--- src/design/sniff_pkg.sv ---
package sniff_pkg;

   localparam int SNIFF_VECTOR_WIDTH = 23;

   // c0 request errors
   localparam int C0_INVALID_REQTYPE = 0;
   localparam int C0_OVERFLOW        = 1;
   localparam int C0_ALIGN2          = 2;
   localparam int C0_ALIGN4          = 3;
   localparam int C0_RESET_IGNORED   = 4;
   localparam int C0_3CL             = 5;
   localparam int C0_ADDR_ZERO       = 6;

   // c1 request and burst errors
   localparam int C1_INVALID_REQTYPE = 7;
   localparam int C1_OVERFLOW        = 8;
   localparam int C1_ALIGN2          = 9;
   localparam int C1_ALIGN4          = 10;
   localparam int C1_RESET_IGNORED   = 11;
   localparam int C1_UNEXP_VCSEL     = 12;
   localparam int C1_UNEXP_ADDR      = 13;
   localparam int C1_UNEXP_REQTYPE   = 14;
   localparam int C1_SOP_NOT_SET     = 15;
   localparam int C1_SOP_IN_BURST    = 16;
   localparam int C1_3CL             = 17;
   localparam int C1_FENCE_IN_BURST  = 18;
   localparam int C1_ADDR_ZERO       = 19;

   // MMIO response errors
   localparam int MMIO_TIMEOUT       = 20;
   localparam int MMIO_UNSOLICITED   = 21;
   localparam int MMIO_RESET_IGNORED = 22;

   // Warning-only bits, never start the kill countdown
   localparam logic [SNIFF_VECTOR_WIDTH-1:0] SNIFF_WARN_MASK =
      (SNIFF_VECTOR_WIDTH'(1) << C0_RESET_IGNORED)   |
      (SNIFF_VECTOR_WIDTH'(1) << C1_RESET_IGNORED)   |
      (SNIFF_VECTOR_WIDTH'(1) << MMIO_RESET_IGNORED) |
      (SNIFF_VECTOR_WIDTH'(1) << C0_ADDR_ZERO)       |
      (SNIFF_VECTOR_WIDTH'(1) << C1_ADDR_ZERO)       |
      (SNIFF_VECTOR_WIDTH'(1) << C1_UNEXP_VCSEL);

   // Timing constants
   localparam int MMIO_RESPONSE_TIMEOUT = 16;
   localparam int MMIO_TIMER_WIDTH      = 5;
   localparam int SIMKILL_DELAY         = 20;
   localparam int SIMKILL_CNT_WIDTH     = 5;

endpackage

--- src/design/ccip_pkg.sv ---
package ccip_pkg;

   // Link field widths
   localparam int CCIP_CLADDR_WIDTH = 42;
   localparam int CCIP_REQ_WIDTH    = 4;
   localparam int CCIP_CLLEN_WIDTH  = 2;
   localparam int CCIP_VC_WIDTH     = 2;
   // MMIO transaction ID, kept narrow for the tracker
   localparam int CCIP_TID_WIDTH    = 4;

   // Legal c0 read codes
   localparam logic [CCIP_REQ_WIDTH-1:0] REQ_RDLINE_I = 4'h0;
   localparam logic [CCIP_REQ_WIDTH-1:0] REQ_RDLINE_S = 4'h1;

   // c1 write and fence codes
   localparam logic [CCIP_REQ_WIDTH-1:0] REQ_WRLINE_I = 4'h0;
   localparam logic [CCIP_REQ_WIDTH-1:0] REQ_WRLINE_M = 4'h1;
   localparam logic [CCIP_REQ_WIDTH-1:0] REQ_WRPUSH_I = 4'h2;
   localparam logic [CCIP_REQ_WIDTH-1:0] REQ_WRFENCE  = 4'h4;

   // Length code is line count minus one, 3CL is illegal
   localparam logic [CCIP_CLLEN_WIDTH-1:0] CL_LEN_1 = 2'd0;
   localparam logic [CCIP_CLLEN_WIDTH-1:0] CL_LEN_2 = 2'd1;
   localparam logic [CCIP_CLLEN_WIDTH-1:0] CL_LEN_3 = 2'd2;
   localparam logic [CCIP_CLLEN_WIDTH-1:0] CL_LEN_4 = 2'd3;

endpackage
--- src/design/ccip_sniffer_top.sv ---
`timescale 1ns/1ps

module ccip_sniffer_top import ccip_pkg::*; import sniff_pkg::*; (
   input  logic                          clk,
   input  logic                          ase_reset,
   input  logic                          soft_reset,
   input  logic                          c0_realfull,
   input  logic                          c1_realfull,
   input  logic                          c0_valid,
   input  logic [CCIP_REQ_WIDTH-1:0]     c0_req_type,
   input  logic [CCIP_CLLEN_WIDTH-1:0]   c0_cl_len,
   input  logic [CCIP_CLADDR_WIDTH-1:0]  c0_addr,
   input  logic                          c1_valid,
   input  logic [CCIP_REQ_WIDTH-1:0]     c1_req_type,
   input  logic [CCIP_CLLEN_WIDTH-1:0]   c1_cl_len,
   input  logic                          c1_sop,
   input  logic [CCIP_VC_WIDTH-1:0]      c1_vc_sel,
   input  logic [CCIP_CLADDR_WIDTH-1:0]  c1_addr,
   input  logic                          c2_rsp_valid,
   input  logic [CCIP_TID_WIDTH-1:0]     c2_rsp_tid,
   input  logic                          mmio_req_valid,
   input  logic [CCIP_TID_WIDTH-1:0]     mmio_req_tid,
   output logic [SNIFF_VECTOR_WIDTH-1:0] error_code,
   output logic                          sim_kill
);

   // Registered link
   logic                         d_soft_reset;
   logic                         d_c0_realfull;
   logic                         d_c1_realfull;
   logic                         d_c0_valid;
   logic [CCIP_CLLEN_WIDTH-1:0]  d_c0_cl_len;
   logic [CCIP_CLADDR_WIDTH-1:0] d_c0_addr;
   logic                         d_c1_valid;
   logic [CCIP_REQ_WIDTH-1:0]    d_c1_req_type;
   logic [CCIP_CLLEN_WIDTH-1:0]  d_c1_cl_len;
   logic                         d_c1_sop;
   logic [CCIP_VC_WIDTH-1:0]     d_c1_vc_sel;
   logic [CCIP_CLADDR_WIDTH-1:0] d_c1_addr;
   logic                         d_c2_rsp_valid;
   logic [CCIP_TID_WIDTH-1:0]    d_c2_rsp_tid;
   logic                         d_mmio_req_valid;
   logic [CCIP_TID_WIDTH-1:0]    d_mmio_req_tid;
   // Type classes
   logic                         d_c0_legal;
   logic                         d_c1_write;
   logic                         d_c1_fence;
   logic                         d_c1_legal;
   // Violation vectors
   logic [SNIFF_VECTOR_WIDTH-1:0] rule_err;
   logic [SNIFF_VECTOR_WIDTH-1:0] burst_err;
   logic [SNIFF_VECTOR_WIDTH-1:0] mmio_err;

   tx_decode u_decode (
      .clk(clk), .ase_reset(ase_reset), .soft_reset(soft_reset),
      .c0_realfull(c0_realfull), .c1_realfull(c1_realfull),
      .c0_valid(c0_valid), .c0_req_type(c0_req_type), .c0_cl_len(c0_cl_len),
      .c0_addr(c0_addr), .c1_valid(c1_valid), .c1_req_type(c1_req_type),
      .c1_cl_len(c1_cl_len), .c1_sop(c1_sop), .c1_vc_sel(c1_vc_sel), .c1_addr(c1_addr),
      .c2_rsp_valid(c2_rsp_valid), .c2_rsp_tid(c2_rsp_tid),
      .mmio_req_valid(mmio_req_valid), .mmio_req_tid(mmio_req_tid),
      .d_soft_reset(d_soft_reset), .d_c0_realfull(d_c0_realfull),
      .d_c1_realfull(d_c1_realfull), .d_c0_valid(d_c0_valid), .d_c0_cl_len(d_c0_cl_len),
      .d_c0_addr(d_c0_addr), .d_c1_valid(d_c1_valid), .d_c1_req_type(d_c1_req_type),
      .d_c1_cl_len(d_c1_cl_len), .d_c1_sop(d_c1_sop), .d_c1_vc_sel(d_c1_vc_sel),
      .d_c1_addr(d_c1_addr), .d_c2_rsp_valid(d_c2_rsp_valid), .d_c2_rsp_tid(d_c2_rsp_tid),
      .d_mmio_req_valid(d_mmio_req_valid), .d_mmio_req_tid(d_mmio_req_tid),
      .d_c0_legal(d_c0_legal), .d_c1_write(d_c1_write), .d_c1_fence(d_c1_fence),
      .d_c1_legal(d_c1_legal)
   );

   request_rule_check u_rules (
      .d_soft_reset(d_soft_reset), .d_c0_realfull(d_c0_realfull),
      .d_c1_realfull(d_c1_realfull), .d_c0_valid(d_c0_valid), .d_c0_legal(d_c0_legal),
      .d_c0_cl_len(d_c0_cl_len), .d_c0_addr(d_c0_addr), .d_c1_valid(d_c1_valid),
      .d_c1_legal(d_c1_legal), .d_c2_rsp_valid(d_c2_rsp_valid), .rule_err(rule_err)
   );

   c1_burst_check u_burst (
      .clk(clk), .ase_reset(ase_reset), .d_c1_valid(d_c1_valid), .d_c1_write(d_c1_write),
      .d_c1_fence(d_c1_fence), .d_c1_sop(d_c1_sop), .d_c1_cl_len(d_c1_cl_len),
      .d_c1_vc_sel(d_c1_vc_sel), .d_c1_req_type(d_c1_req_type), .d_c1_addr(d_c1_addr),
      .burst_err(burst_err)
   );

   mmio_tracker u_mmio (
      .clk(clk), .ase_reset(ase_reset), .d_mmio_req_valid(d_mmio_req_valid),
      .d_mmio_req_tid(d_mmio_req_tid), .d_c2_rsp_valid(d_c2_rsp_valid),
      .d_c2_rsp_tid(d_c2_rsp_tid), .mmio_err(mmio_err)
   );

   error_report u_report (
      .clk(clk), .ase_reset(ase_reset), .rule_err(rule_err), .burst_err(burst_err),
      .mmio_err(mmio_err), .error_code(error_code), .sim_kill(sim_kill)
   );

endmodule

--- src/design/error_report.sv ---
`timescale 1ns/1ps

module error_report import sniff_pkg::*; (
   input  logic                          clk,
   input  logic                          ase_reset,
   input  logic [SNIFF_VECTOR_WIDTH-1:0] rule_err,
   input  logic [SNIFF_VECTOR_WIDTH-1:0] burst_err,
   input  logic [SNIFF_VECTOR_WIDTH-1:0] mmio_err,
   output logic [SNIFF_VECTOR_WIDTH-1:0] error_code,
   output logic                          sim_kill
);

   logic [SNIFF_VECTOR_WIDTH-1:0] err_next;
   logic                          fatal_next;
   logic                          kill_armed;
   logic [SIMKILL_CNT_WIDTH-1:0]  kill_cnt;

   // Execute vectors never overlap
   assign err_next   = rule_err | burst_err | mmio_err;
   assign fatal_next = |(err_next & ~SNIFF_WARN_MASK);

   // One-cycle pulses
   always_ff @(posedge clk) begin
      if (ase_reset) begin
         error_code <= '0;
      end else begin
         error_code <= err_next;
      end
   end

   // Kill countdown, armed on the edge the first fatal bit registers
   always_ff @(posedge clk) begin
      if (ase_reset) begin
         kill_armed <= 1'b0;
         kill_cnt   <= '0;
         sim_kill   <= 1'b0;
      end else if (!kill_armed) begin
         if (fatal_next) begin
            kill_armed <= 1'b1;
            kill_cnt   <= SIMKILL_CNT_WIDTH'(SIMKILL_DELAY - 1);
         end
      end else if (!sim_kill) begin
         // Sticky once set
         if (kill_cnt == '0) begin
            sim_kill <= 1'b1;
         end else begin
            kill_cnt <= kill_cnt - SIMKILL_CNT_WIDTH'(1);
         end
      end
   end

endmodule

--- src/design/mmio_tracker.sv ---
`timescale 1ns/1ps

module mmio_tracker import ccip_pkg::*; import sniff_pkg::*; (
   input  logic                          clk,
   input  logic                          ase_reset,
   input  logic                          d_mmio_req_valid,
   input  logic [CCIP_TID_WIDTH-1:0]     d_mmio_req_tid,
   input  logic                          d_c2_rsp_valid,
   input  logic [CCIP_TID_WIDTH-1:0]     d_c2_rsp_tid,
   output logic [SNIFF_VECTOR_WIDTH-1:0] mmio_err
);

   // One flag of each per TID
   logic [2**CCIP_TID_WIDTH-1:0] active;
   logic [2**CCIP_TID_WIDTH-1:0] fire;

   for (genvar ii = 0; ii < 2**CCIP_TID_WIDTH; ii++) begin : g_entry
      logic                        entry_active;
      logic                        entry_fired;
      logic [MMIO_TIMER_WIDTH-1:0] entry_timer;
      logic                        req_hit;
      logic                        rsp_hit;

      assign req_hit = d_mmio_req_valid & (d_mmio_req_tid == CCIP_TID_WIDTH'(ii));
      assign rsp_hit = d_c2_rsp_valid & (d_c2_rsp_tid == CCIP_TID_WIDTH'(ii));

      assign active[ii] = entry_active;
      // Timer reads T-1 in the Tth active cycle
      assign fire[ii] = entry_active & ~entry_fired &
                        (entry_timer == MMIO_TIMER_WIDTH'(MMIO_RESPONSE_TIMEOUT - 1));

      always_ff @(posedge clk) begin
         if (ase_reset) begin
            entry_active <= 1'b0;
            entry_fired  <= 1'b0;
            entry_timer  <= '0;
         end else if (req_hit) begin
            // New request restarts the entry
            entry_active <= 1'b1;
            entry_fired  <= 1'b0;
            entry_timer  <= '0;
         end else if (rsp_hit) begin
            // Late responses also retire quietly
            entry_active <= 1'b0;
            entry_fired  <= 1'b0;
            entry_timer  <= '0;
         end else if (entry_active && !entry_fired) begin
            entry_timer <= entry_timer + MMIO_TIMER_WIDTH'(1);
            entry_fired <= fire[ii];
         end
      end
   end

   always_comb begin
      mmio_err = '0;
      // One pulse per timed-out request
      mmio_err[MMIO_TIMEOUT]     = |fire;
      // Response with nothing outstanding on its TID
      mmio_err[MMIO_UNSOLICITED] = d_c2_rsp_valid & ~active[d_c2_rsp_tid];
   end

endmodule

--- src/design/c1_burst_check.sv ---
`timescale 1ns/1ps

module c1_burst_check import ccip_pkg::*; import sniff_pkg::*; (
   input  logic                          clk,
   input  logic                          ase_reset,
   input  logic                          d_c1_valid,
   input  logic                          d_c1_write,
   input  logic                          d_c1_fence,
   input  logic                          d_c1_sop,
   input  logic [CCIP_CLLEN_WIDTH-1:0]   d_c1_cl_len,
   input  logic [CCIP_VC_WIDTH-1:0]      d_c1_vc_sel,
   input  logic [CCIP_REQ_WIDTH-1:0]     d_c1_req_type,
   input  logic [CCIP_CLADDR_WIDTH-1:0]  d_c1_addr,
   output logic [SNIFF_VECTOR_WIDTH-1:0] burst_err
);

   // Beat index expected next minus one, zero when idle
   logic [CCIP_CLLEN_WIDTH-1:0] exp_beat;

   // Burst base, captured on the sop beat
   logic [CCIP_VC_WIDTH-1:0]    base_vc;
   logic [CCIP_REQ_WIDTH-1:0]   base_type;
   logic [1:0]                  base_addr_low2;
   logic [CCIP_CLLEN_WIDTH-1:0] base_len;

   logic       in_burst;
   logic       wr_beat;
   logic       fence_beat;
   logic       burst_start;
   logic       burst_last;
   logic [1:0] exp_addr_low2;

   assign in_burst   = (exp_beat != '0);
   assign wr_beat    = d_c1_valid & d_c1_write;
   assign fence_beat = d_c1_valid & d_c1_fence;

   // Only 2-line and 4-line sop writes open a burst
   assign burst_start = ~in_burst & wr_beat & d_c1_sop &
                        ((d_c1_cl_len == CL_LEN_2) | (d_c1_cl_len == CL_LEN_4));

   // Length code equals the index of the last beat
   assign burst_last    = (exp_beat == base_len);
   assign exp_addr_low2 = base_addr_low2 + exp_beat;

   always_comb begin
      burst_err = '0;
      if (!in_burst) begin
         // First line of a request
         burst_err[C1_SOP_NOT_SET] = wr_beat & ~d_c1_sop;
         burst_err[C1_3CL]         = wr_beat & d_c1_sop & (d_c1_cl_len == CL_LEN_3);
         burst_err[C1_ALIGN2]      = wr_beat & d_c1_sop & (d_c1_cl_len == CL_LEN_2) &
                                     d_c1_addr[0];
         burst_err[C1_ALIGN4]      = wr_beat & d_c1_sop & (d_c1_cl_len == CL_LEN_4) &
                                     (d_c1_addr[1:0] != 2'b00);
         // Warning only
         burst_err[C1_ADDR_ZERO]   = wr_beat & (d_c1_addr == '0);
      end else begin
         // Beats 2 to 4 must follow the base
         burst_err[C1_FENCE_IN_BURST] = fence_beat;
         burst_err[C1_SOP_IN_BURST]   = wr_beat & d_c1_sop;
         burst_err[C1_UNEXP_VCSEL]    = wr_beat & (d_c1_vc_sel != base_vc);
         burst_err[C1_UNEXP_REQTYPE]  = wr_beat & (d_c1_req_type != base_type);
         burst_err[C1_UNEXP_ADDR]     = wr_beat & (d_c1_addr[1:0] != exp_addr_low2);
      end
   end

   // Burst position
   always_ff @(posedge clk) begin
      if (ase_reset) begin
         exp_beat <= '0;
      end else if (burst_start) begin
         exp_beat <= CCIP_CLLEN_WIDTH'(1);
      end else if (in_burst && wr_beat) begin
         // A fence holds the position
         exp_beat <= burst_last ? '0 : exp_beat + CCIP_CLLEN_WIDTH'(1);
      end
   end

   always_ff @(posedge clk) begin
      if (burst_start) begin
         base_vc        <= d_c1_vc_sel;
         base_type      <= d_c1_req_type;
         base_addr_low2 <= d_c1_addr[1:0];
         base_len       <= d_c1_cl_len;
      end
   end

endmodule

--- src/design/request_rule_check.sv ---
`timescale 1ns/1ps

module request_rule_check import ccip_pkg::*; import sniff_pkg::*; (
   input  logic                          d_soft_reset,
   input  logic                          d_c0_realfull,
   input  logic                          d_c1_realfull,
   input  logic                          d_c0_valid,
   input  logic                          d_c0_legal,
   input  logic [CCIP_CLLEN_WIDTH-1:0]   d_c0_cl_len,
   input  logic [CCIP_CLADDR_WIDTH-1:0]  d_c0_addr,
   input  logic                          d_c1_valid,
   input  logic                          d_c1_legal,
   input  logic                          d_c2_rsp_valid,
   output logic [SNIFF_VECTOR_WIDTH-1:0] rule_err
);

   // Legal read beat, gates the length and address checks
   logic c0_read;

   assign c0_read = d_c0_valid & d_c0_legal;

   always_comb begin
      rule_err = '0;

      // c0 beat level checks
      rule_err[C0_INVALID_REQTYPE] = d_c0_valid & ~d_c0_legal;
      rule_err[C0_OVERFLOW]        = d_c0_valid & d_c0_realfull;
      rule_err[C0_RESET_IGNORED]   = d_c0_valid & d_soft_reset;

      // Length and alignment, legal reads only
      rule_err[C0_3CL]    = c0_read & (d_c0_cl_len == CL_LEN_3);
      rule_err[C0_ALIGN2] = c0_read & (d_c0_cl_len == CL_LEN_2) & d_c0_addr[0];
      rule_err[C0_ALIGN4] = c0_read & (d_c0_cl_len == CL_LEN_4) & (d_c0_addr[1:0] != 2'b00);
      // Zero address only warns
      rule_err[C0_ADDR_ZERO] = c0_read & (d_c0_addr == '0);

      // c1 checks outside the burst machine
      rule_err[C1_INVALID_REQTYPE] = d_c1_valid & ~d_c1_legal;
      rule_err[C1_OVERFLOW]        = d_c1_valid & d_c1_realfull;
      rule_err[C1_RESET_IGNORED]   = d_c1_valid & d_soft_reset;

      // MMIO response during AFU reset
      rule_err[MMIO_RESET_IGNORED] = d_c2_rsp_valid & d_soft_reset;
   end

endmodule

--- src/design/tx_decode.sv ---
`timescale 1ns/1ps

module tx_decode import ccip_pkg::*; (
   input  logic                         clk,
   input  logic                         ase_reset,
   input  logic                         soft_reset,
   input  logic                         c0_realfull,
   input  logic                         c1_realfull,
   input  logic                         c0_valid,
   input  logic [CCIP_REQ_WIDTH-1:0]    c0_req_type,
   input  logic [CCIP_CLLEN_WIDTH-1:0]  c0_cl_len,
   input  logic [CCIP_CLADDR_WIDTH-1:0] c0_addr,
   input  logic                         c1_valid,
   input  logic [CCIP_REQ_WIDTH-1:0]    c1_req_type,
   input  logic [CCIP_CLLEN_WIDTH-1:0]  c1_cl_len,
   input  logic                         c1_sop,
   input  logic [CCIP_VC_WIDTH-1:0]     c1_vc_sel,
   input  logic [CCIP_CLADDR_WIDTH-1:0] c1_addr,
   input  logic                         c2_rsp_valid,
   input  logic [CCIP_TID_WIDTH-1:0]    c2_rsp_tid,
   input  logic                         mmio_req_valid,
   input  logic [CCIP_TID_WIDTH-1:0]    mmio_req_tid,
   output logic                         d_soft_reset,
   output logic                         d_c0_realfull,
   output logic                         d_c1_realfull,
   output logic                         d_c0_valid,
   output logic [CCIP_CLLEN_WIDTH-1:0]  d_c0_cl_len,
   output logic [CCIP_CLADDR_WIDTH-1:0] d_c0_addr,
   output logic                         d_c1_valid,
   output logic [CCIP_REQ_WIDTH-1:0]    d_c1_req_type,
   output logic [CCIP_CLLEN_WIDTH-1:0]  d_c1_cl_len,
   output logic                         d_c1_sop,
   output logic [CCIP_VC_WIDTH-1:0]     d_c1_vc_sel,
   output logic [CCIP_CLADDR_WIDTH-1:0] d_c1_addr,
   output logic                         d_c2_rsp_valid,
   output logic [CCIP_TID_WIDTH-1:0]    d_c2_rsp_tid,
   output logic                         d_mmio_req_valid,
   output logic [CCIP_TID_WIDTH-1:0]    d_mmio_req_tid,
   output logic                         d_c0_legal,
   output logic                         d_c1_write,
   output logic                         d_c1_fence,
   output logic                         d_c1_legal
);

   // Only the classified read type is needed downstream
   logic [CCIP_REQ_WIDTH-1:0] d_c0_req_type;

   // Beat qualifiers
   always_ff @(posedge clk) begin
      if (ase_reset) begin
         d_c0_valid       <= 1'b0;
         d_c1_valid       <= 1'b0;
         d_c2_rsp_valid   <= 1'b0;
         d_mmio_req_valid <= 1'b0;
      end else begin
         d_c0_valid       <= c0_valid;
         d_c1_valid       <= c1_valid;
         d_c2_rsp_valid   <= c2_rsp_valid;
         d_mmio_req_valid <= mmio_req_valid;
      end
   end

   // Payload and side-band copies
   always_ff @(posedge clk) begin
      d_soft_reset   <= soft_reset;
      d_c0_realfull  <= c0_realfull;
      d_c1_realfull  <= c1_realfull;
      d_c0_req_type  <= c0_req_type;
      d_c0_cl_len    <= c0_cl_len;
      d_c0_addr      <= c0_addr;
      d_c1_req_type  <= c1_req_type;
      d_c1_cl_len    <= c1_cl_len;
      d_c1_sop       <= c1_sop;
      d_c1_vc_sel    <= c1_vc_sel;
      d_c1_addr      <= c1_addr;
      d_c2_rsp_tid   <= c2_rsp_tid;
      d_mmio_req_tid <= mmio_req_tid;
   end

   // Request type classes
   assign d_c0_legal = (d_c0_req_type == REQ_RDLINE_I) || (d_c0_req_type == REQ_RDLINE_S);
   assign d_c1_write = (d_c1_req_type == REQ_WRLINE_I) || (d_c1_req_type == REQ_WRLINE_M) ||
                       (d_c1_req_type == REQ_WRPUSH_I);
   assign d_c1_fence = (d_c1_req_type == REQ_WRFENCE);
   // Fence counts as legal on c1
   assign d_c1_legal = d_c1_write | d_c1_fence;

endmodule

--- config.mk ---
export PLATFORM = sky130hd
export DESIGN_NAME = ccip_sniffer_top
export DESIGN_NICKNAME = d
export VERILOG_FILES = /design/src/design/sniff_pkg.sv /design/src/design/ccip_pkg.sv /design/src/design/ccip_sniffer_top.sv /design/src/design/error_report.sv /design/src/design/mmio_tracker.sv /design/src/design/c1_burst_check.sv /design/src/design/request_rule_check.sv /design/src/design/tx_decode.sv
export SDC_FILE = /design/constraint.sdc
export NUM_CORES = 1
export LEC_CHECK = 0
export BUFFER_PORTS_ARGS = -buffer_cell sky130_fd_sc_hd__buf_2
export CAP_MARGIN = 0
export CORE_UTILIZATION = 51
export DETAILED_ROUTE_END_ITERATION = 12
export HOLD_SLACK_MARGIN = 0.12
export PLACE_DENSITY = 0.78
export SYNTH_ARGS = -nofsm -noshare
export SYNTH_HDL_FRONTEND = slang
export SYNTH_HIERARCHICAL = 1
export SYNTH_SLANG_ARGS = --single-unit
--- constraint.sdc ---
create_clock -name clk -period 2.52 [get_ports clk]
set_input_delay 0 -clock clk [delete_from_list [all_inputs] [get_ports clk]]
set_output_delay 0 -clock clk [all_outputs]
set_load 0.01 [all_outputs]
Word level (Yosys, flattened, before mapping)
Cells that the tools add are included.
{ "totals": {"output_inout_bits": 24, "regBits": 268, "wordCells": 413, "inputBits": 116} }
{ "op_classes": {"order_cmp": 1, "n_addsub": 19, "n_eq_ne": 62, "n_mux": 52, "n_reduce_logical": 84, "bitwise": 120} }
{ "op_table": {"columns": ["op", "n"], "rows": [
  ["1-bit bitwise AND", 95],
  ["42-bit zero test", 2],
  ["5-bit by 1-bit adder with 5-bit output (second input constant)", 16],
  ["5-bit by 4-bit == test with 1-bit output (second input constant)", 16],
  ["4-bit == test (second input constant)", 16],
  ["3-bit OR reduction", 16],
  ["1-bit two-way mux", 44],
  ["2-bit nonzero test", 21],
  ["4-bit by 3-bit == test with 1-bit output (second input constant)", 9],
  ["23-bit by 20-bit OR with 23-bit output", 1],
  ["23-bit by 22-bit OR with 23-bit output", 1],
  ["1-bit NOT", 21],
  ["4-bit by 2-bit == test with 1-bit output (second input constant)", 5],
  ["5-bit two-way mux", 4],
  ["1-bit logical AND", 17],
  ["17-bit OR reduction", 1],
  ["4-bit by 1-bit == test with 1-bit output (second input constant)", 4],
  ["1-bit zero test", 16],
  ["4-bit zero test", 4],
  ["16-bit OR reduction", 1],
  ["2-bit == test (second input constant)", 4],
  ["5-bit zero test", 1],
  ["4-bit by 5-bit < comparator with 1-bit output (second input constant)", 1],
  ["5-bit by 1-bit subtractor with 5-bit output (second input constant)", 1],
  ["other kinds (14)", 21]
]} }

Longest topological paths before layout
Gate-level depths: netlist of the first run.
{ "depth": {"word_depth": 13, "mapped_depth": 10, "mapped_depth_nobuf": 10} }

Hierarchy
The synthesis of the first run kept the hierarchy.
{ "modules_own_cells": {"columns": ["mod", "area_each_um2", "cells_per_inst", "n_inst", "seq_area_each_um2"], "rows": [
  ["mmio_tracker", 5320.1, 590, 1, 2242.2],
  ["tx_decode", 2326.0, 122, 1, 2262.2],
  ["error_report", 1106.1, 118, 1, 600.6],
  ["c1_burst_check", 807.0, 77, 1, 340.3],
  ["request_rule_check", 311.5, 40, 1, 0.0]
]} }

Worst setup path before layout of the first run
Ideal clock, no wire load.
{ "synth_timing": {"path_kind": "reg-to-reg", "startpoint": "register u_mmio.g_entry[13].entry_timer[0]", "endpoint": "register u_report.kill_cnt[3]", "path_stages_with_launch": 11, "period_less_slack_ns": 2.365, "setup_time_ns": 0.059, "required_time_ns": 2.461, "path_buffers": 0, "arrival_time_ns": 2.306, "path_slack_ns": 0.155, "cell_sequence": "dfxtp_1 -> ha_1 -> and3_1 -> ha_1 -> a22o_1 -> a221oi_1 -> nand4_1 -> nor3_1 -> nand4_1 -> nor3_1 -> a41o_2"} }
{ "synth_via": {"elab_chain_len": 7} }
{ "synth_rtl": {"columns": ["element", "line", "rtl"], "rows": [
  ["from (decl)", "mmio_tracker.sv:20", "logic [MMIO_TIMER_WIDTH-1:0] entry_timer;"],
  ["from (signal assigned)", "mmio_tracker.sv:48", "entry_timer <= entry_timer + MMIO_TIMER_WIDTH'(1);"],
  ["5-bit by 4-bit == test with 1-bit output", "mmio_tracker.sv:30", "(entry_timer == MMIO_TIMER_WIDTH'(MMIO_RESPONSE_TIMEOUT - 1));"],
  ["1-bit bitwise AND", "mmio_tracker.sv:29", "assign fire[ii] = entry_active & ~entry_fired &"],
  ["16-bit OR reduction", "mmio_tracker.sv:57", "mmio_err[MMIO_TIMEOUT] = |fire;"],
  ["via mmio_err[20]", "ccip_sniffer_top.sv:52", "logic [SNIFF_VECTOR_WIDTH-1:0] mmio_err;"],
  ["23-bit by 22-bit OR with 23-bit output", "error_report.sv:19", "assign err_next = rule_err | burst_err | mmio_err;"],
  ["17-bit OR reduction", "error_report.sv:20", "assign fatal_next = |(err_next & ~SNIFF_WARN_MASK);"],
  ["2-bit nonzero test (no line)", null, null],
  ["3-bit AND reduction (no line)", null, null],
  ["to (signal assigned)", "error_report.sv:40", "kill_cnt <= SIMKILL_CNT_WIDTH'(SIMKILL_DELAY - 1);"],
  ["to (signal assigned)", "error_report.sv:47", "kill_cnt <= kill_cnt - SIMKILL_CNT_WIDTH'(1);"],
  ["to (decl)", "error_report.sv:16", "logic [SIMKILL_CNT_WIDTH-1:0] kill_cnt;"]
]} }
The timed path passes the listed nets, and every way through them passes these cells.
A chain may end at the register's enable or synchronous reset.

Final worst setup path of the first run
{ "layout_timing": {"startpoint": "register u_mmio.g_entry[5].entry_timer[0]", "endpoint": "register u_report.kill_cnt[3]"} }
{ "layout_via": {"elab_chain_len": 7} }
{ "layout_rtl": {"columns": ["element", "line"], "rows": [
  ["from (decl)", "mmio_tracker.sv:20"],
  ["from (signal assigned)", "mmio_tracker.sv:48"],
  ["5-bit by 4-bit == test with 1-bit output", "mmio_tracker.sv:30"],
  ["1-bit bitwise AND", "mmio_tracker.sv:29"],
  ["16-bit OR reduction", "mmio_tracker.sv:57"],
  ["via mmio_err[20]", "ccip_sniffer_top.sv:52"],
  ["23-bit by 22-bit OR with 23-bit output", "error_report.sv:19"],
  ["17-bit OR reduction", "error_report.sv:20"],
  ["2-bit nonzero test (no line)", null],
  ["3-bit AND reduction (no line)", null]
]} }
The timed path passes the listed nets, and every way through them passes these cells.

==> flow_summary.toml, run 1 <==
[synth]
ys_async_sr_fraction_pct = 0
synth_xor_xnor_area_share_pct = 5.41
yosys.area.top_type = "dfxtp_1"
synthSimpleGateAreaFrac_pct = 19.9
synth_edf_count = 10
synthTopCellsByArea = "dfxtp_1 52%, nor2_1 5.9%, ha_1 4.4%"
syn_avg_cell_area_um2 = 10.4
synthMuxAreaShare_pct = 2.65
ys_warn_count = 6
synth_top_family_by_area = "simple AND/OR/NAND/NOR gates"
synthTopCellsByCount = "257 x dfxtp_1, 155 x nor2_1, 47 x buf_4, 36 x a21oi_1, 36 x xor2_1"
synth_top_area_share_pct = 52.1
synth_compound_area_share_pct = 5.87
ys_seq_area_share_pct = 55.2
netlist_area_um2 = 9870
yosysMostFrequentCell = "dfxtp_1"
synth_fa_ha_area_share_pct = 4.55
yosys_register_bits = 267
synth_ff_type = "dfxtp_1"
yosys.cell_types.count = 61
synth_cells = 947

[clock_tree]
cts_root_buf = "clkbuf_16"
worstSkewPairLatency_ns = 0.54
cts_tree = "built"
cts-buffers-inserted = 26
h-tree-depth = 1
clkTransAtPathRegs_ns = 0.06
numClockSinks = 267
cts.path.max_buffers = 3

[grt]
grt-ovfl-total = 0
first_global_vias = 8699
grt_usage_pct = 29.5
grt_pass1_wl_um = 44500
antenna_found_initial = 7
grt_max_degree = 40

[critical_path]
slowest_delay_ns = 0.33
worstPathRequired_ns = 2.98
crit_arrival_ns = 2.91
critPathBufInv = 1
cp_top_family = "simple AND/OR/NAND/NOR gates"
cpMaxStageDelayCell = "dfxtp_1"
crit_chain = "ha_1 > and3_1 > ha_1 > a22oi_2 > and4_1 > nand4_1 > nor3_2 > nand4_1 > nor3_2 > buf_4 > a41o_2"
reg2reg_slack_ns = 0.07
path_max_fanout = 6
cp-start-kind = "flop"
crit_type = "reg -> reg"
endpoint_kind = "flop"

[layout]
area_delta_synth_final_pct = 38.5
drive_gt1_share_pct = 18.0
nets = 1448
post-route-util_pct = 72.6
finalNonFillerCells = 1582
design_area_um2 = 13700

[sta]
fin_skew_ns = 0.0292
tightest_slew_ns = 0.677
fin_crit_sh_pct = 97.2
slew_viol_final = 0
setup_viol = 0
hold_viol_final = 0
finalCriticalPeriod_ns = 2.45
slew_headroom_pct = 54.8
fmax_ghz = 0.408

[floorplanning]
die_x_um = 141
design.core.area_um2 = 18800
die_area_um2 = 19900
num_rows = 50
initial_core_util_pct = 52.4
die_h_um = 141
num_io_pins = 140

[run_status]
outcome = "completed"

[pwr]
sw_frac_of_total_pct = 23.1
pwr_density_cell_nw_per_um2 = 665
max-vdd-ir-drop_uv = 555
p_seq_share_pct = 49.6
cellLeakagePower_nw = 5.71
p_comb_share_pct = 7.8
power.switching_mw = 2.10
power.share.clock_pct = 42.6
p_int_mw = 6.99

[detailed_routing]
post_drt_wl_per_cell_um = 18.2
vias = 8115
routed_wl_um = 28700
vias_per_cell = 5.13
drc = 0
ant_nets = 0
drt_iter0_drc = 370
drt-pass1-iter-count = 5

[placed_design]
gp_congestion = 0.827
placed_cells = 1310
postPlaceCellArea_um2 = 10600
portBuffers = 138
dp_hpwl_um = 13100

[worst_hold_path]
hold_class = "in -> reg"

[run]
max_cap_violations = 0
metrics by stage:
stage               setup WS [ns]  TNS, ns  total power, mW  hold WS [ns]
global placement           0.0751        0             4.94         0.102
finish                     0.0703        0             9.09         0.124
floorplan                   0.155        0             4.83        0.0277
CTS                        0.0178        0             8.93         0.122
detailed placement         0.0482        0             4.95         0.104
global route              -0.0376   -0.107             9.35         0.130
worst reg2reg max path, delay by kind of cell, from the launching register on:
kind / cells / cell delay, ns
AND/OR/NAND/NOR: 6 / 1.12
adder cells (fa/ha/maj): 2 / 0.42
AO/OA/AOI/OAI: 2 / 0.35
flip-flops: 1 / 0.33
buffers and inverters: 1 / 0.17
state kept, by name, indices dropped and copies added (netlist names), 2 cells and up:
name and cells:
u_burst/exp_beat 2, u_decode/d_c0_cl_len 2, u_report/kill_cnt 5, u_burst/base_vc 2
u_decode/d_c1_vc_sel 2, u_decode/d_c0_addr 42, u_burst/base_type 4, u_burst/base_addr_low2 2
u_burst/base_len 2, u_decode/d_c0_req_type 3, u_decode/d_mmio_req_tid 4, u_decode/d_c2_rsp_tid 4
u_mmio/g_entry.entry_fired 16, u_decode/d_c1_cl_len 2, u_mmio/g_entry.entry_timer 80, u_report/error_code 23
u_decode/d_c1_req_type 4, u_decode/d_c1_addr 42, u_mmio/g_entry.entry_active 16
layout by cell type (no fill, tap or decap), types with 24 or more instances in the layout:
master,synthesis,layout
nand4_1,25,25
buf_2,13,138
nand2_1,34,34
xor2_1,36,36
a21oi_1,36,36
clkbuf_16,0,26
nor2_1,155,155
dlygate4sd3_1,0,218
inv_1,24,24
ha_1,35,28
xnor2_1,25,25
dfxtp_1,257,255
nor3_1,29,26
conb_1,3,46
cell type report:
type                            instances  area [µm²]
Multi-Input combinational cell        613        4020
Sequential cell                       267        5450
Fill cell                            1217        5160
Tap cell                              260         325
Clock buffer                           38         716
Timing Repair Buffer                  365        2940
Antenna cell                            5        12.5
Clock inverter                         10         120
Inverter                               24        90.1
metal layers:
layer  track usage [%]  routed length, µm
met1              27.2               9750
met5                 0                  8
met4              28.4               2860
met3              8.87               1770
met2              51.6              14300
power by group through the flow:
stage	combinational [mW]	sequential, mW	clock [mW]
final	0.712	4.51	3.87
after global routing	0.762	4.52	4.07
after CTS	0.637	4.48	3.82
after detailed placement	0.378	4.57	0
after global placement	0.371	4.57	0
after floorplan	0.274	4.56	0
logic make-up (layout without fill, tap and decap cells):
group / Yosys count / after routing
simple gates: 369 / 369
flops: 267 / 267
buf+inv: 110 / 437
compound gates: 80 / 80
xor+xnor: 61 / 61
fa+ha+maj: 36 / 36
mux: 21 / 21
other cells: 3 / 51
timing repair:
action / CTS / global route
hold buffers: 218 / 0
endpoints found under the hold margin: 133 / 0
resized for setup: 0 / 18
endpoints found under the setup margin: 0 / 6
setup buffers: 0 / 1
worst paths after layout:
| check | cells after the start | from | endpoint |
|---|---|---|---|
| worst min-delay path | 2 | c2_rsp_tid[1] | u_decode/d_c2_rsp_tid[1] |
| worst max-delay path | 11 | u_mmio/g_entry[5].entry_timer[0] | u_report/kill_cnt[3] |
| worst max register to register | 11 | u_mmio/g_entry[5].entry_timer[0] | u_report/kill_cnt[3] |
| worst min register to register | 0 | u_decode/d_c1_vc_sel[1] | u_burst/base_vc[1] |
(Power assumes the default switching activity.)
==> run 2: changes to the inputs <==
CORE_ASPECT_RATIO = 0.6   (was unset)
REMOVE_ABC_BUFFERS = 1   (was unset)
SKIP_LAST_GASP = 1   (was unset)
==> flow_summary.toml, run 2 (synthesized netlist as in run 1, its figures left out) <==
[sta]
setup_slack_ns = -0.162
tightest_slew_ns = 0.868
fin_skew_ns = 0.0262
fmax_ghz = 0.373
hold_viol_final = 0
setup_viol = 6
slew_headroom_pct = 42.2
fin_tns_setup_ns = -0.812
slew_viol_final = 0
rsz0062_at_grt = "true"
fin_crit_sh_pct = 106
fin_hold_ws_ns = 0.131
finalCriticalPeriod_ns = 2.68

[layout]
top_register = "u_mmio/g_entry.entry_timer"
final_common_cell = "dfxtp_1"
drive_gt1_share_pct = 21.1
nets = 1456
area_delta_synth_final_pct = 40.1
design_area_um2 = 13800
final_cell_mix = "240 x dfxtp_1, 217 x dlygate4sd3_1, 155 x nor2_1, 138 x buf_2, 46 x conb_1"
largest_register_ffs = 80
top_regs = "u_mmio/g_entry.entry_timer x80, u_decode/d_c0_addr x42, u_decode/d_c1_addr x42"

[grt]
grt_pass1_wl_um = 42900
grt_usage_pct = 27.7
grt_max_degree = 47
antenna_found_initial = 2
grt-ovfl-total = 0
first_global_vias = 8443

[floorplanning]
die_h_um = 110
design.core.area_um2 = 18500
die_area_um2 = 19900
num_io_pins = 140
initial_core_util_pct = 53.4
num_rows = 38
die_x_um = 182

[clock_tree]
clkTransAtPathRegs_ns = 0.07
numClockSinks = 267
cts-buffers-inserted = 24
cts_tree = "built"
worstSkewPairLatency_ns = 0.53
h-tree-depth = 1
cts.path.max_buffers = 3
cts_root_buf = "clkbuf_16"

[placed_design]
post-place-ws_ns = -0.0489
portBuffers = 138
postPlaceCellArea_um2 = 10600
gp_congestion = 0.859
dp_hpwl_um = 13700

[run]
max_cap_violations = 0

[run_status]
violations = "negative setup slack"
outcome = "finished, violations left"

[critical_path]
crit_type = "reg -> reg"
cp_top_family = "simple AND/OR/NAND/NOR gates"
critPathBufInv = 1
cpMaxStageDelayCell = "dfxtp_2"
path_max_fanout = 6
crit_arrival_ns = 3.16
crit_chain = "ha_4 > and3_1 > ha_2 > a22o_1 > a221oi_2 > nand4_1 > nor3_2 > nand4_1 > nor3_2 > buf_4 > a41o_2"
worstPathRequired_ns = 2.99
cp-start-kind = "flop"
slowest_delay_ns = 0.35
endpoint_kind = "flop"

[detailed_routing]
post_drt_wl_per_cell_um = 18.0
drt_iter0_drc = 648
drt-pass1-iter-count = 5
vias_per_cell = 5.33
vias = 8337
ant_nets = 0
routed_wl_um = 28200
drc = 0

[worst_hold_path]
hold_class = "in -> reg"

[pwr]
cellLeakagePower_nw = 5.76
max-vdd-ir-drop_uv = 552
power_mw = 9.09
pwr_density_cell_nw_per_um2 = 657
-- run 2: cell count changes in the layout (fill, tap and decap cells not counted), moves of 2 or more --
cell | previous run | this run
diode_2 | 5 | 2
clkbuf_8 | 2 | 4
dfxtp_2 | 2 | 17
and3_1 | 19 | 16
and3_4 | 0 | 3
dfxtp_1 | 255 | 240
ha_1 | 28 | 18
ha_4 | 0 | 4
buf_4 | 9 | 20
clkbuf_1 | 10 | 4
ha_2 | 7 | 13
-- run 2: final timing paths --
kind,from,endpoint,slack [ns],cells after the start
max,u_mmio/g_entry[13].entry_timer[0],u_report/kill_cnt[3],-0.16,11
min,c1_addr[36],u_decode/d_c1_addr[36],0.13,2
max reg2reg,u_mmio/g_entry[13].entry_timer[0],u_report/kill_cnt[3],-0.16,11
min reg2reg,u_decode/d_c1_vc_sel[1],u_burst/base_vc[1],0.47,0
-- run 2: report_power, final --
group	internal, mW	switching [mW]	leakage [nW]
clock network	2.22	1.66	0.405
logic	0.414	0.304	3.13
registers	4.39	0.100	2.22
total	7.02	2.06	5.76
-- run 2: worst reg2reg max path, cell delays in order (launching register included) --
cell and delay [ns]:
dfxtp_2 0.35, ha_4 0.16, and3_1 0.17, ha_2 0.19, a22o_1 0.25, a221oi_2 0.20, nand4_1 0.15, nor3_2 0.30
nand4_1 0.20, nor3_2 0.25, buf_4 0.21, a41o_2 0.19
-- run 2: through the flow --
| stage | cells | util (%) |
|---|---|---|
| floorplan | 904 | - |
| global placement | 1297 | 57.3 |
| detailed placement | 1297 | 57.3 |
| CTS | 1558 | 73.7 |
| global route | 1565 | 74.8 |
| finish | 1565 | 74.8 |
-- run 2: routing by layer --
| layer | global-route usage [%] | routed length, µm | vias to the layer above | part of all wire [%] |
|---|---|---|---|---|
| met1 | 31.4 | 10800 | 3888 | 38 |
| li1 | - | - | 3855 | - |
| met4 | 15.9 | 1710 | 0 | 6.0 |
| met3 | 5.13 | 2080 | 154 | 7.4 |
| met2 | 49.8 | 13600 | 440 | 48 |
| met5 | 0 | 0 | - | 0 |
-- run 2: cell type report --
| class | count | area [µm²] |
|---|---|---|
| Sequential cell | 267 | 5470 |
| Fill cell | 1115 | 4670 |
| Multi-Input combinational cell | 613 | 4110 |
| Timing Repair Buffer | 375 | 3010 |
| Clock buffer | 34 | 721 |
| Tap cell | 240 | 300 |
| Clock inverter | 10 | 123 |
| Inverter | 24 | 90.1 |
| Antenna cell | 2 | 5.00 |
-- run 2: what timing repair did --
item,4_1_cts,5_1_grt
buffers inserted,0,5
hold buffers,217,0
resized for setup,4,47
endpoints found under the setup margin,6,6
endpoints found under the hold margin,136,0
pin swaps,0,11
